`src/hw/accel_pkg.sv`:
```
// Shared geometry, register map and bus types of the 2x2 matrix-multiply accelerator
// Every RTL module imports what it needs from here
package accel_pkg;

    // ============================================================
    // Array geometry and widths
    // ============================================================
    localparam int N_ROWS       = 2;
    localparam int N_COLS       = 2;
    localparam int DATA_W       = 8;
    localparam int ACC_W        = 32;
    localparam int BUF_DEPTH    = 16;
    localparam int BUF_AW       = 4;
    localparam int KLEN_W       = 5;
    // Buffer read register, one skew stage and one pass stage, then the MAC
    localparam int DRAIN_CYCLES = 4;

    // ============================================================
    // Register map (word addresses)
    // ============================================================
    localparam int WB_AW = 8;

    localparam logic [WB_AW-1:0] REG_CTRL   = 8'h00;
    localparam logic [WB_AW-1:0] REG_STATUS = 8'h01;
    localparam logic [WB_AW-1:0] REG_KLEN   = 8'h02;
    localparam logic [WB_AW-1:0] BASE_ACT   = 8'h10;
    localparam logic [WB_AW-1:0] BASE_WGT   = 8'h20;
    localparam logic [WB_AW-1:0] BASE_RES   = 8'h30;

    // Operand element, lane i sits in bits 8i+7:8i
    typedef logic signed [DATA_W-1:0] elem_t;

    typedef struct packed {
        elem_t [N_ROWS-1:0] lane;
    } act_vec_t;

    typedef struct packed {
        elem_t [N_COLS-1:0] lane;
    } wgt_vec_t;

    // Row-major accumulators, C[i][j] at index i*N_COLS+j
    typedef logic [N_ROWS*N_COLS-1:0][ACC_W-1:0] result_t;

    typedef struct packed {
        logic             cyc;
        logic             stb;
        logic             we;
        logic [WB_AW-1:0] adr;
        logic [31:0]      dat_w;
    } wb_req_t;

    typedef struct packed {
        logic        ack;
        logic [31:0] dat_r;
    } wb_rsp_t;

    typedef struct packed {
        logic clr;
        logic feed_valid;
        logic acc_en;
    } array_ctrl_t;

endpackage
```
`src/hw/accel_top.sv`:
```
// Top level of the matrix-multiply accelerator
// The host loads operands, sets K and starts a run over the Wishbone port
`timescale 1ns/1ps

module accel_top (
    input  logic               clk,
    input  logic               rst_n,
    input  accel_pkg::wb_req_t i_wb,
    output accel_pkg::wb_rsp_t o_wb
);
    import accel_pkg::*;

    // Host side
    logic              start;
    logic [KLEN_W-1:0] k_len;
    logic              act_we;
    logic              wgt_we;
    logic [BUF_AW-1:0] buf_waddr;
    act_vec_t          act_wdata;
    wgt_vec_t          wgt_wdata;
    logic              busy;
    logic              done;
    result_t           results;

    // Sequencer side
    logic              cnt_load;
    logic [KLEN_W-1:0] cnt_limit;
    logic              cnt_run;
    logic [BUF_AW-1:0] cnt_value;
    logic              cnt_last;
    logic              rd_en;
    logic [BUF_AW-1:0] raddr;
    array_ctrl_t       array_ctrl;
    act_vec_t          act_rdata;
    wgt_vec_t          wgt_rdata;

    wb_csr_regs u_regs (
        .clk         (clk),
        .rst_n       (rst_n),
        .i_wb        (i_wb),
        .o_wb        (o_wb),
        .i_busy      (busy),
        .i_done      (done),
        .i_results   (results),
        .o_start     (start),
        .o_k_len     (k_len),
        .o_act_we    (act_we),
        .o_wgt_we    (wgt_we),
        .o_buf_waddr (buf_waddr),
        .o_act_wdata (act_wdata),
        .o_wgt_wdata (wgt_wdata)
    );

    // Both buffers are read at the same address in lockstep
    operand_buffer #(.T_PAYLOAD(act_vec_t)) u_act_buf (
        .clk     (clk),
        .rst_n   (rst_n),
        .i_we    (act_we),
        .i_waddr (buf_waddr),
        .i_wdata (act_wdata),
        .i_rd_en (rd_en),
        .i_raddr (raddr),
        .o_rdata (act_rdata)
    );

    operand_buffer #(.T_PAYLOAD(wgt_vec_t)) u_wgt_buf (
        .clk     (clk),
        .rst_n   (rst_n),
        .i_we    (wgt_we),
        .i_waddr (buf_waddr),
        .i_wdata (wgt_wdata),
        .i_rd_en (rd_en),
        .i_raddr (raddr),
        .o_rdata (wgt_rdata)
    );

    k_counter u_counter (
        .clk     (clk),
        .rst_n   (rst_n),
        .i_load  (cnt_load),
        .i_limit (cnt_limit),
        .i_run   (cnt_run),
        .o_count (cnt_value),
        .o_last  (cnt_last)
    );

    compute_fsm u_fsm (
        .clk          (clk),
        .rst_n        (rst_n),
        .i_start      (start),
        .i_k_len      (k_len),
        .i_cnt_last   (cnt_last),
        .i_cnt_value  (cnt_value),
        .o_cnt_load   (cnt_load),
        .o_cnt_limit  (cnt_limit),
        .o_cnt_run    (cnt_run),
        .o_rd_en      (rd_en),
        .o_raddr      (raddr),
        .o_array_ctrl (array_ctrl),
        .o_busy       (busy),
        .o_done       (done)
    );

    systolic_array u_array (
        .clk       (clk),
        .rst_n     (rst_n),
        .i_ctrl    (array_ctrl),
        .i_act     (act_rdata),
        .i_wgt     (wgt_rdata),
        .o_results (results)
    );

endmodule

```
`src/hw/wb_csr_regs.sv`:
```
// Wishbone classic slave with the control, status and K registers
// Also routes operand buffer writes and result reads for the host
`timescale 1ns/1ps

module wb_csr_regs (
    input  logic                         clk,
    input  logic                         rst_n,
    input  accel_pkg::wb_req_t           i_wb,
    output accel_pkg::wb_rsp_t           o_wb,
    input  logic                         i_busy,
    input  logic                         i_done,
    input  accel_pkg::result_t           i_results,
    output logic                         o_start,
    output logic [accel_pkg::KLEN_W-1:0] o_k_len,
    output logic                         o_act_we,
    output logic                         o_wgt_we,
    output logic [accel_pkg::BUF_AW-1:0] o_buf_waddr,
    output accel_pkg::act_vec_t          o_act_wdata,
    output accel_pkg::wgt_vec_t          o_wgt_wdata
);
    import accel_pkg::*;

    localparam int RES_AW = $clog2(N_ROWS * N_COLS);

    logic              ack_q;
    logic [31:0]       dat_r_q;
    logic              done_q;
    logic [KLEN_W-1:0] k_len_q;
    logic [KLEN_W-1:0] k_len_sat;
    logic              access;
    logic              wr_ack;
    logic              wr_open;
    logic              is_ctrl;
    logic              is_status;
    logic              is_klen;
    logic              is_act;
    logic              is_wgt;
    logic              is_res;
    logic [31:0]       rd_mux;

    // ============================================================
    // Handshake, ack one cycle after a fresh request
    // ============================================================
    assign access  = i_wb.cyc && i_wb.stb && !ack_q;
    assign wr_ack  = ack_q && i_wb.cyc && i_wb.stb && i_wb.we;
    // Writes other than status reads are dropped during a run
    assign wr_open = wr_ack && !i_busy;

    // Address decode
    assign is_ctrl   = (i_wb.adr == REG_CTRL);
    assign is_status = (i_wb.adr == REG_STATUS);
    assign is_klen   = (i_wb.adr == REG_KLEN);
    assign is_act    = (i_wb.adr[WB_AW-1:BUF_AW] == BASE_ACT[WB_AW-1:BUF_AW]);
    assign is_wgt    = (i_wb.adr[WB_AW-1:BUF_AW] == BASE_WGT[WB_AW-1:BUF_AW]);
    assign is_res    = (i_wb.adr[WB_AW-1:RES_AW] == BASE_RES[WB_AW-1:RES_AW]);

    // K larger than the buffer depth is clipped
    assign k_len_sat = (i_wb.dat_w > BUF_DEPTH) ? KLEN_W'(BUF_DEPTH)
                                                : i_wb.dat_w[KLEN_W-1:0];

    always_comb begin
        rd_mux = '0;
        if (is_status) begin
            rd_mux[1:0] = {done_q, i_busy};
        end else if (is_klen) begin
            rd_mux[KLEN_W-1:0] = k_len_q;
        end else if (is_res) begin
            rd_mux = i_results[i_wb.adr[RES_AW-1:0]];
        end
    end

    always_ff @(posedge clk) begin
        if (!rst_n) begin
            ack_q   <= 1'b0;
            done_q  <= 1'b0;
            k_len_q <= '0;
        end else begin
            ack_q <= access;
            if (o_start) begin
                done_q <= 1'b0;
            end else if (i_done) begin
                done_q <= 1'b1;
            end
            if (wr_open && is_klen) begin
                k_len_q <= k_len_sat;
            end
        end
    end

    // Read data for the ack cycle
    always_ff @(posedge clk) begin
        dat_r_q <= (access && !i_wb.we) ? rd_mux : '0;
    end

    assign o_wb = '{ack: ack_q, dat_r: dat_r_q};

    assign o_start     = wr_open && is_ctrl && i_wb.dat_w[0];
    assign o_k_len     = k_len_q;
    assign o_act_we    = wr_open && is_act;
    assign o_wgt_we    = wr_open && is_wgt;
    assign o_buf_waddr = i_wb.adr[BUF_AW-1:0];
    assign o_act_wdata = act_vec_t'(i_wb.dat_w[$bits(act_vec_t)-1:0]);
    assign o_wgt_wdata = wgt_vec_t'(i_wb.dat_w[$bits(wgt_vec_t)-1:0]);

    // Every ack answers a strobe that the host still holds
    ack_after_stb: assert property (@(posedge clk) disable iff (!rst_n)
        o_wb.ack |-> $past(i_wb.stb) && i_wb.cyc && i_wb.stb);

endmodule

```
`src/hw/systolic_array.sv`:
```
// Output-stationary 2x2 systolic array of signed 8-bit MAC cells
// Activations move right, weights move down, sums stay in the cells
`timescale 1ns/1ps

module systolic_array (
    input  logic                   clk,
    input  logic                   rst_n,
    input  accel_pkg::array_ctrl_t i_ctrl,
    input  accel_pkg::act_vec_t    i_act,
    input  accel_pkg::wgt_vec_t    i_wgt,
    output accel_pkg::result_t     o_results
);
    import accel_pkg::*;

    // One stage for the buffer read, then up to i+j stages to reach a cell
    localparam int VDEPTH = N_ROWS + N_COLS - 1;

    logic [VDEPTH-1:0] valid_pipe;
    elem_t             act_skew [N_ROWS][N_ROWS];
    elem_t             wgt_skew [N_COLS][N_COLS];
    elem_t             act_op   [N_ROWS][N_COLS];
    elem_t             wgt_op   [N_ROWS][N_COLS];
    logic [ACC_W-1:0]  acc      [N_ROWS][N_COLS];

    always_ff @(posedge clk) begin
        if (!rst_n) begin
            valid_pipe <= '0;
        end else begin
            valid_pipe <= {valid_pipe[VDEPTH-2:0], i_ctrl.feed_valid};
        end
    end

    // ============================================================
    // Input skew, row i delayed by i and column j by j
    // ============================================================
    for (genvar r = 0; r < N_ROWS; r++) begin : g_act_skew
        assign act_skew[r][0] = i_act.lane[r];
        for (genvar s = 1; s <= r; s++) begin : g_stage
            always_ff @(posedge clk) begin
                if (i_ctrl.acc_en) begin
                    act_skew[r][s] <= act_skew[r][s-1];
                end
            end
        end
    end

    for (genvar c = 0; c < N_COLS; c++) begin : g_wgt_skew
        assign wgt_skew[c][0] = i_wgt.lane[c];
        for (genvar s = 1; s <= c; s++) begin : g_stage
            always_ff @(posedge clk) begin
                if (i_ctrl.acc_en) begin
                    wgt_skew[c][s] <= wgt_skew[c][s-1];
                end
            end
        end
    end

    // ============================================================
    // MAC cells
    // ============================================================
    for (genvar i = 0; i < N_ROWS; i++) begin : g_row
        for (genvar j = 0; j < N_COLS; j++) begin : g_col
            logic signed [2*DATA_W-1:0] prod;

            if (j == 0) begin : g_act_edge
                assign act_op[i][j] = act_skew[i][i];
            end else begin : g_act_pass
                always_ff @(posedge clk) begin
                    if (i_ctrl.acc_en) begin
                        act_op[i][j] <= act_op[i][j-1];
                    end
                end
            end

            if (i == 0) begin : g_wgt_edge
                assign wgt_op[i][j] = wgt_skew[j][j];
            end else begin : g_wgt_pass
                always_ff @(posedge clk) begin
                    if (i_ctrl.acc_en) begin
                        wgt_op[i][j] <= wgt_op[i-1][j];
                    end
                end
            end

            assign prod = act_op[i][j] * wgt_op[i][j];

            // Sum wraps at ACC_W bits
            always_ff @(posedge clk) begin
                if (!rst_n || i_ctrl.clr) begin
                    acc[i][j] <= '0;
                end else if (i_ctrl.acc_en && valid_pipe[i+j]) begin
                    acc[i][j] <= acc[i][j] + {{(ACC_W-2*DATA_W){prod[2*DATA_W-1]}}, prod};
                end
            end
        end
    end

    always_comb begin
        for (int i = 0; i < N_ROWS; i++) begin
            for (int j = 0; j < N_COLS; j++) begin
                o_results[i*N_COLS+j] = acc[i][j];
            end
        end
    end

endmodule

```
`src/hw/compute_fsm.sv`:
```
// Run sequencer: clear, feed K operand pairs, drain the array, signal done
// Steers the counter, the buffer reads and the array control
`timescale 1ns/1ps

module compute_fsm (
    input  logic                         clk,
    input  logic                         rst_n,
    input  logic                         i_start,
    input  logic [accel_pkg::KLEN_W-1:0] i_k_len,
    input  logic                         i_cnt_last,
    input  logic [accel_pkg::BUF_AW-1:0] i_cnt_value,
    output logic                         o_cnt_load,
    output logic [accel_pkg::KLEN_W-1:0] o_cnt_limit,
    output logic                         o_cnt_run,
    output logic                         o_rd_en,
    output logic [accel_pkg::BUF_AW-1:0] o_raddr,
    output accel_pkg::array_ctrl_t       o_array_ctrl,
    output logic                         o_busy,
    output logic                         o_done
);
    import accel_pkg::*;

    typedef enum logic [2:0] {
        ST_IDLE  = 3'd0,
        ST_CLEAR = 3'd1,
        ST_FEED  = 3'd2,
        ST_DRAIN = 3'd3,
        ST_DONE  = 3'd4
    } state_t;

    state_t state_q;
    state_t state_d;

    always_ff @(posedge clk) begin
        if (!rst_n) begin
            state_q <= ST_IDLE;
        end else begin
            state_q <= state_d;
        end
    end

    always_comb begin
        state_d      = state_q;
        o_cnt_load   = 1'b0;
        o_cnt_limit  = '0;
        o_cnt_run    = 1'b0;
        o_rd_en      = 1'b0;
        o_array_ctrl = '0;
        case (state_q)
            ST_IDLE: begin
                if (i_start) begin
                    state_d = ST_CLEAR;
                end
            end
            ST_CLEAR: begin
                o_array_ctrl.clr = 1'b1;
                o_cnt_load       = 1'b1;
                // Empty K goes straight to the drain count
                if (i_k_len == '0) begin
                    o_cnt_limit = KLEN_W'(DRAIN_CYCLES);
                    state_d     = ST_DRAIN;
                end else begin
                    o_cnt_limit = i_k_len;
                    state_d     = ST_FEED;
                end
            end
            ST_FEED: begin
                o_rd_en                 = 1'b1;
                o_cnt_run               = 1'b1;
                o_array_ctrl.feed_valid = 1'b1;
                o_array_ctrl.acc_en     = 1'b1;
                if (i_cnt_last) begin
                    o_cnt_load  = 1'b1;
                    o_cnt_limit = KLEN_W'(DRAIN_CYCLES);
                    state_d     = ST_DRAIN;
                end
            end
            ST_DRAIN: begin
                o_cnt_run           = 1'b1;
                o_array_ctrl.acc_en = 1'b1;
                if (i_cnt_last) begin
                    state_d = ST_DONE;
                end
            end
            ST_DONE: begin
                state_d = ST_IDLE;
            end
            default: begin
                state_d = ST_IDLE;
            end
        endcase
    end

    // Buffer address follows the counter
    assign o_raddr = i_cnt_value;
    assign o_busy  = (state_q != ST_IDLE);
    assign o_done  = (state_q == ST_DONE);

    // Legal state, and a start only ever arrives while idle
    state_legal: assert property (@(posedge clk) disable iff (!rst_n)
        (state_q inside {ST_IDLE, ST_CLEAR, ST_FEED, ST_DRAIN, ST_DONE})
        && (!i_start || state_q == ST_IDLE));

endmodule

```
`src/hw/k_counter.sv`:
```
// Loadable up-counter for the feed and drain phases of the sequencer
`timescale 1ns/1ps

module k_counter (
    input  logic                         clk,
    input  logic                         rst_n,
    input  logic                         i_load,
    input  logic [accel_pkg::KLEN_W-1:0] i_limit,
    input  logic                         i_run,
    output logic [accel_pkg::BUF_AW-1:0] o_count,
    output logic                         o_last
);
    import accel_pkg::*;

    logic [KLEN_W-1:0] limit_q;

    always_ff @(posedge clk) begin
        if (!rst_n) begin
            o_count <= '0;
            limit_q <= '0;
        end else if (i_load) begin
            o_count <= '0;
            limit_q <= i_limit;
        end else if (i_run && !o_last) begin
            o_count <= o_count + 1'b1;
        end
    end

    // Final count, or nothing to count at all
    assign o_last = (limit_q == '0) || (KLEN_W'(o_count) == limit_q - 1'b1);

    run_below_limit: assert property (@(posedge clk) disable iff (!rst_n)
        i_run |-> (KLEN_W'(o_count) < limit_q));

endmodule

```
`src/hw/operand_buffer.sv`:
```
// Operand memory with one write port and one registered read port
// Instantiated once per operand type
`timescale 1ns/1ps

module operand_buffer #(
    parameter type T_PAYLOAD = accel_pkg::act_vec_t
) (
    input  logic                         clk,
    input  logic                         rst_n,
    input  logic                         i_we,
    input  logic [accel_pkg::BUF_AW-1:0] i_waddr,
    input  T_PAYLOAD                     i_wdata,
    input  logic                         i_rd_en,
    input  logic [accel_pkg::BUF_AW-1:0] i_raddr,
    output T_PAYLOAD                     o_rdata
);
    import accel_pkg::*;

    T_PAYLOAD mem [BUF_DEPTH];

    always_ff @(posedge clk) begin
        if (i_we) begin
            mem[i_waddr] <= i_wdata;
        end
    end

    // Read register holds its value between reads
    always_ff @(posedge clk) begin
        if (!rst_n) begin
            o_rdata <= '0;
        end else if (i_rd_en) begin
            o_rdata <= mem[i_raddr];
        end
    end

endmodule

```
`config.mk`:
```
export PLATFORM = sky130hd
export DESIGN_NAME = accel_top
export DESIGN_NICKNAME = d
export VERILOG_FILES = /design/src/hw/accel_pkg.sv /design/src/hw/accel_top.sv /design/src/hw/wb_csr_regs.sv /design/src/hw/systolic_array.sv /design/src/hw/compute_fsm.sv /design/src/hw/k_counter.sv /design/src/hw/operand_buffer.sv
export SDC_FILE = /design/constraint.sdc
export NUM_CORES = 2
export LEC_CHECK = 0
export ABC_AREA = 0
export BUFFER_PORTS_ARGS = -buffer_cell sky130_fd_sc_hd__buf_4
export CAP_MARGIN = 10
export CORE_ASPECT_RATIO = 1.1
export CORE_MARGIN = 2
export CORE_UTILIZATION = 45
export DETAILED_ROUTE_END_ITERATION = 16
export SLEW_MARGIN = 20
export SYNTH_ARGS = -nofsm -noshare
export SYNTH_HDL_FRONTEND = slang
export SYNTH_SLANG_ARGS = --single-unit
```
`constraint.sdc`:
```
create_clock -name clk -period 6.97 [get_ports clk]
set_input_delay 1.0455 -clock clk [delete_from_list [all_inputs] [get_ports clk]]
set_output_delay 1.0455 -clock clk [all_outputs]
set_load 0.01 [all_outputs]
```
==> Word level (Yosys, flattened, before mapping) <==
Memories as Yosys holds them, arrays and structs flattened. A register that Yosys moved wholly into a read port is not among the register bits.
Cells that the tools add are included.
{ "word_totals": {"ff_bits": 102, "latchBits": 0, "ram_bits": 640, "mem_bits_ro": 0, "in_bits": 45, "n_memories": 3} }
{ "memory_table": {"columns": ["memory", "depth", "width", "read_ports", "rd_ports_with_merged_regs", "wr", "line_no", "rtl"], "rows": [
  ["u_act_buf.mem", 16, 16, 1, 1, 1, "operand_buffer.sv:19", "T_PAYLOAD mem [BUF_DEPTH];"],
  ["u_wgt_buf.mem", 16, 16, 1, 1, 1, "operand_buffer.sv:19", null],
  ["u_array.acc", 2, 64, 2, 0, 2, "systolic_array.sv:23", "logic [ACC_W-1:0] acc [N_ROWS][N_COLS];"]
]} }
{ "op_classes": {"n_addsub": 6, "multipliers": 4, "n_div": 0, "order_cmp": 2, "eq_ne": 13, "shifts": 0, "mux": 38, "bitwise_logic": 7, "reduce_logical": 36} }
{ "ops": {"columns": ["op", "count"], "rows": [
  ["32-bit two-way mux", 5],
  ["32-bit adder", 4],
  ["32-bit binary-select mux with 2-bit select", 1],
  ["8-bit by 8-bit multiplier with 16-bit output", 4],
  ["32-bit by 5-bit > comparator with 1-bit output, second input constant", 1],
  ["1-bit two-way mux", 20],
  ["5-bit two-way mux", 4],
  ["1-bit logical AND", 16],
  ["3-bit two-way mux", 4],
  ["3-bit one-hot mux with 4 select lines", 1],
  ["5-bit zero test", 2],
  ["5-bit one-hot mux with 2 select lines", 1],
  ["8-bit by 1-bit equality test with 1-bit output, second input constant", 1],
  ["8-bit by 2-bit equality test with 1-bit output, second input constant", 1],
  ["8-bit zero test", 1],
  ["2-bit OR reduction", 4],
  ["1-bit zero test", 7],
  ["3-bit by 2-bit equality test with 1-bit output, second input constant", 2],
  ["6-bit by 4-bit equality test with 1-bit output, second input constant", 1],
  ["2-bit != test, second input constant", 3],
  ["4-bit by 5-bit equality test with 1-bit output", 1],
  ["5-bit by 1-bit subtractor with 5-bit output, second input constant", 1],
  ["4-bit by 1-bit adder with 4-bit output, second input constant", 1],
  ["4-bit by 1-bit equality test with 1-bit output, second input constant", 1],
  ["13 further kinds", 19]
]} }

==> Depth between registers and ports, before layout <==
{ "depth": {"word_depth": 8, "depth_mapped": 28, "depth_no_buf": 27} }

==> Cells and area by module <==
Synthesis repeated with hierarchy kept, for this count alone.
{ "unflattened": {"hier_cells": 3760, "hier_area_um2": 46204.3} }
{ "modules_own_cells": {"columns": ["mod", "n_inst", "cells_each", "area_per_inst_um2", "seq_area_each_um2"], "rows": [
  ["systolic_array", 1, 2239, 21813.4, 5345.1],
  ["operand_buffer", 2, 608, 10535.1, 8007.7],
  ["wb_csr_regs", 1, 208, 2458.6, 780.7],
  ["k_counter", 1, 59, 561.8, 180.2],
  ["compute_fsm", 1, 38, 300.3, 60.1]
]} }

==> Worst setup path before layout <==
No wires, ideal clock.
{ "synth_timing": {"path_type": "reg-to-reg", "start": "register u_array.wgt_op[2] (netlist bit)", "end": "memory u_array.acc[1][30] (netlist bit) (data pin)", "setup_time_ns": 0.258, "arrival_time_ns": 6.481, "t_required_ns": 6.712, "setup_slack_ns": 0.231, "path_stages_with_launch": 26, "path_buffers": 0, "path_cell_list": "edfxtp_1 and2_1 fa_1 inv_1 fa_1 inv_1 fa_1 inv_1 fa_1 inv_1 ha_1 o21ai_0 nor2_1 o41ai_1 o21ai_0 o41ai_2 xnor2_1 ha_1 a21o_1 a21o_1 a21oi_1 nor2_1 a2111oi_4 a211oi_2 a311o_1 mux2i_1"} }
{ "synth_rtl": {"columns": ["element", "line_no", "rtl"], "rows": [
  ["start, declared", "systolic_array.sv:22", "elem_t wgt_op [N_ROWS][N_COLS];"],
  ["start signal, assigned by index", "systolic_array.sv:80", "wgt_op[i][j] <= wgt_op[i-1][j];"],
  ["end, declared", "systolic_array.sv:23", null]
]} }

==> results_dict.tcl <==
set metrics [dict create \
    io_buffers 77 \
    relSlewSlack 0.2958 \
    vias 27980 \
    final_core_util 0.5219 \
    ant_nets 0 \
    grt_pass1_wl_mm 168.9 \
    clk_path_buf_depth 3 \
    crit_buf_inv 5 \
    min-delay-path-class "reg -> reg" \
    cts_sinks 774 \
    ys_types 80 \
    synthCells 3459 \
    cts_tree "yes" \
    clkLatencyLatePin_ps 670 \
    cts.htree.levels 3 \
    synth_edf_count 688 \
    path_class "reg -> reg" \
    tns_ps 0 \
    crit_path_max_incr_delay_ps 590 \
    dp_hpwl_mm 78.05 \
    worstMarginPinSlew_ps 1049 \
    slew_viol_final 0 \
    routed_wl_mm 110.3 \
    place_ws_ps -60.35 \
    ys_async_sr_fraction 0 \
    wl_per_cell_um 21.59 \
    multi_input_area_um2 22050 \
    synth-seq-cells 774 \
    cp.required_ps 7370 \
    critPathArrivalTime_ps 7180 \
    finalHoldViolations 0 \
    setup_viol 0 \
    cp_max_fo 5 \
    synth_nets 3978 \
    synth.top_cell.area_share 0.4534 \
    endpoint_kind "register" \
    place_congestion 0.8707 \
    fin_ws_ps 193.3 \
    nets 4256 \
    ys_seq_area_frac 0.4912 \
    die_x_um 307.4 \
    syn2layout_area_growth_pct 15.05 \
    drc_errors 0 \
    fp.dieArea_um2 103800 \
    clk_pin_slew_worst_paths_ps 70 \
    synth_warnings 0 \
    r2r_setup_slack_ps 190 \
    start_util 0.4536 \
    cp-start-kind "register" \
    drt-vias-per-instance 5.476 \
    yosys.area.top_type "edfxtp_1" \
    status "finished clean" \
    crit_family "compound AO/OA/AOI/OAI gates" \
    finalCritPeriodShare 0.9723 \
    synth.avg_cell_area_um2 13.17 \
    power_density_nw_per_um2 191.3 \
    grt_pass1_vias 28480 \
    drt_first_iter_violations 1945 \
    grt_remaining_overflow 0 \
    syn_area_um2 45560 \
    antenna_found_initial 0 \
    core_area_um2 100400 \
    die_h_um 337.7 \
    synth.area.top_cells "edfxtp_1 (45%), fa_1 (9.8%), mux4_2 (9.5%)" \
    synth_flop_cell "edfxtp_1" \
    clock.fmax_ghz 0.1476 \
    grt_usage 0.2146 \
    power_leakage_nw 20.42 \
    seq_area_um2 22400 \
    grt_max_degree 112 \
    layout_min_cycle_time_ps 6777 \
    maxCapViolCount 0 \
    skew_ps 27.06 \
    place_area_um2 49000 \
    root_buffer "clkbuf_16" \
    rsz0062_at_grt "yes" \
    drt_pass1_iterations 5 \
    cts-buffers-inserted 83 \
    ir_drop_uv 220.1 \
    crit_slowest_cell "or4b_2" \
    drive_gt1_frac 0.1976 \
    ios 78 \
    placementRows 122 \
    fin_area_um2 52420 \
    nFillCells 8555 \
]
worst register-to-register path: cells and delay by family, from the launching register on:
kind / cells / cell delay [ps]
and+or+nand+nor: 3 / 800
muxes: 1 / 120
adders and majority gates: 7 / 2250
AOI/OAI and AO/OA: 13 / 2310
buffers and inverters: 5 / 590
DFF: 1 / 420
power breakdown:
| part | internal (mW) | switching (mW) |
|---|---|---|
| registers | 5.06 | 0.0306 |
| clock network | 2.50 | 1.92 |
| logic | 0.213 | 0.299 |
| total | 7.77 | 2.25 |
area by class of cell:
cell class / count / share of cell area
flip-flops and latches: 774 / 0.4273
multi-input cells: 2221 / 0.4206
clock buffers: 101 / 0.04251
repair buffers: 288 / 0.04225
well taps: 1302 / 0.03108
inverters: 369 / 0.02642
clock inverters: 53 / 0.009762
diodes: 1 / 0.00004774
cells in the mapped netlist (40+ instances only):
| library cell | n |
|---|---|
| ha_1 | 250 |
| xnor2_1 | 96 |
| inv_1 | 369 |
| dfxtp_1 | 86 |
| xor2_1 | 58 |
| o21ai_0 | 80 |
| fa_1 | 224 |
| nor2_1 | 181 |
| mux4_2 | 192 |
| a21o_1 | 72 |
| edfxtp_1 | 688 |
| a21oi_1 | 113 |
| nor3_1 | 75 |
| and2_1 | 195 |
| and3_1 | 46 |
| nor2b_1 | 40 |
| nand2_1 | 210 |
| clkbuf_1 | 71 |
layout by cell type, fill, tap and decap left out, types with 74 or more instances in the layout:
cell / count
nand2_1: 208
a21oi_1: 104
buf_4: 280
inv_1: 363
edfxtp_1: 688
clkbuf_16: 86
xnor2_1: 92
ha_1: 235
mux4_2: 192
nor2_1: 176
fa_1: 222
and2_1: 189
dfxtp_1: 74
stage by stage:
step / power [mW] / hold WS (ps) / instances
floorplan: 5.485 / 406.4 / 3459
global placement: 5.677 / 415.0 / 4924
detailed placement: 5.681 / 419.7 / 4924
CTS: 10.10 / 433.3 / 5078
global route: 10.35 / 436.7 / 5108
finish: 10.03 / 430.4 / 5109
worst paths after layout:
path	from	end	cells after the start
setup / recovery	u_array.wgt_op[16]$_DFFE_PN_	u_array.acc[0][31]$_SDFFCE_PN0P_	29
hold / removal	u_wgt_buf.o_rdata[13]$_SDFFE_PN0P_	u_array.wgt_op[21]$_DFFE_PN_	0
setup reg to reg	u_array.wgt_op[16]$_DFFE_PN_	u_array.acc[0][31]$_SDFFCE_PN0P_	29
hold reg to reg	u_wgt_buf.o_rdata[13]$_SDFFE_PN0P_	u_array.wgt_op[21]$_DFFE_PN_	0
layer usage:
layer | GRT usage | wire [µm]
met3 | 0.02420 | 4831
met1 | 0.2823 | 47210
met2 | 0.3721 | 55070
met5 | 0 | 0
met4 | 0.07078 | 3182
registers in the layout (all words and copies together), names as in the netlist, 4 cells and up:
signal	cells
u_counter.limit_q	5
u_array.wgt_op	24
u_array.acc	128
u_act_buf.mem	256
u_wgt_buf.mem	256
u_wgt_buf.o_rdata	16
u_regs.dat_r_q	32
u_regs.o_k_len	5
u_array.act_op	24
u_counter.o_count	4
u_act_buf.o_rdata	16
repair_timing:
action                     CTS  global route
hold buffers                 0             0
setup endpoints to repair    3            41
setup buffers                0            29
gates resized for setup      1            86
pin swaps                    0            32
cloned                       0             1
hold endpoints to repair     0             0
kinds of logic (layout without fill, tap and decap cells):
kind of cell | after synthesis | count (layout) | synth area share
compound gates | 490 | 490 | 0.07318
fa+ha+maj | 474 | 474 | 0.1671
xor+xnor | 159 | 160 | 0.03207
simple gates | 891 | 891 | 0.09963
other cells | 0 | 1 | 0
mux | 206 | 206 | 0.09809
flops | 774 | 774 | 0.4912
buf+inv | 465 | 811 | 0.03875
Power figures use the tool's default switching activity.
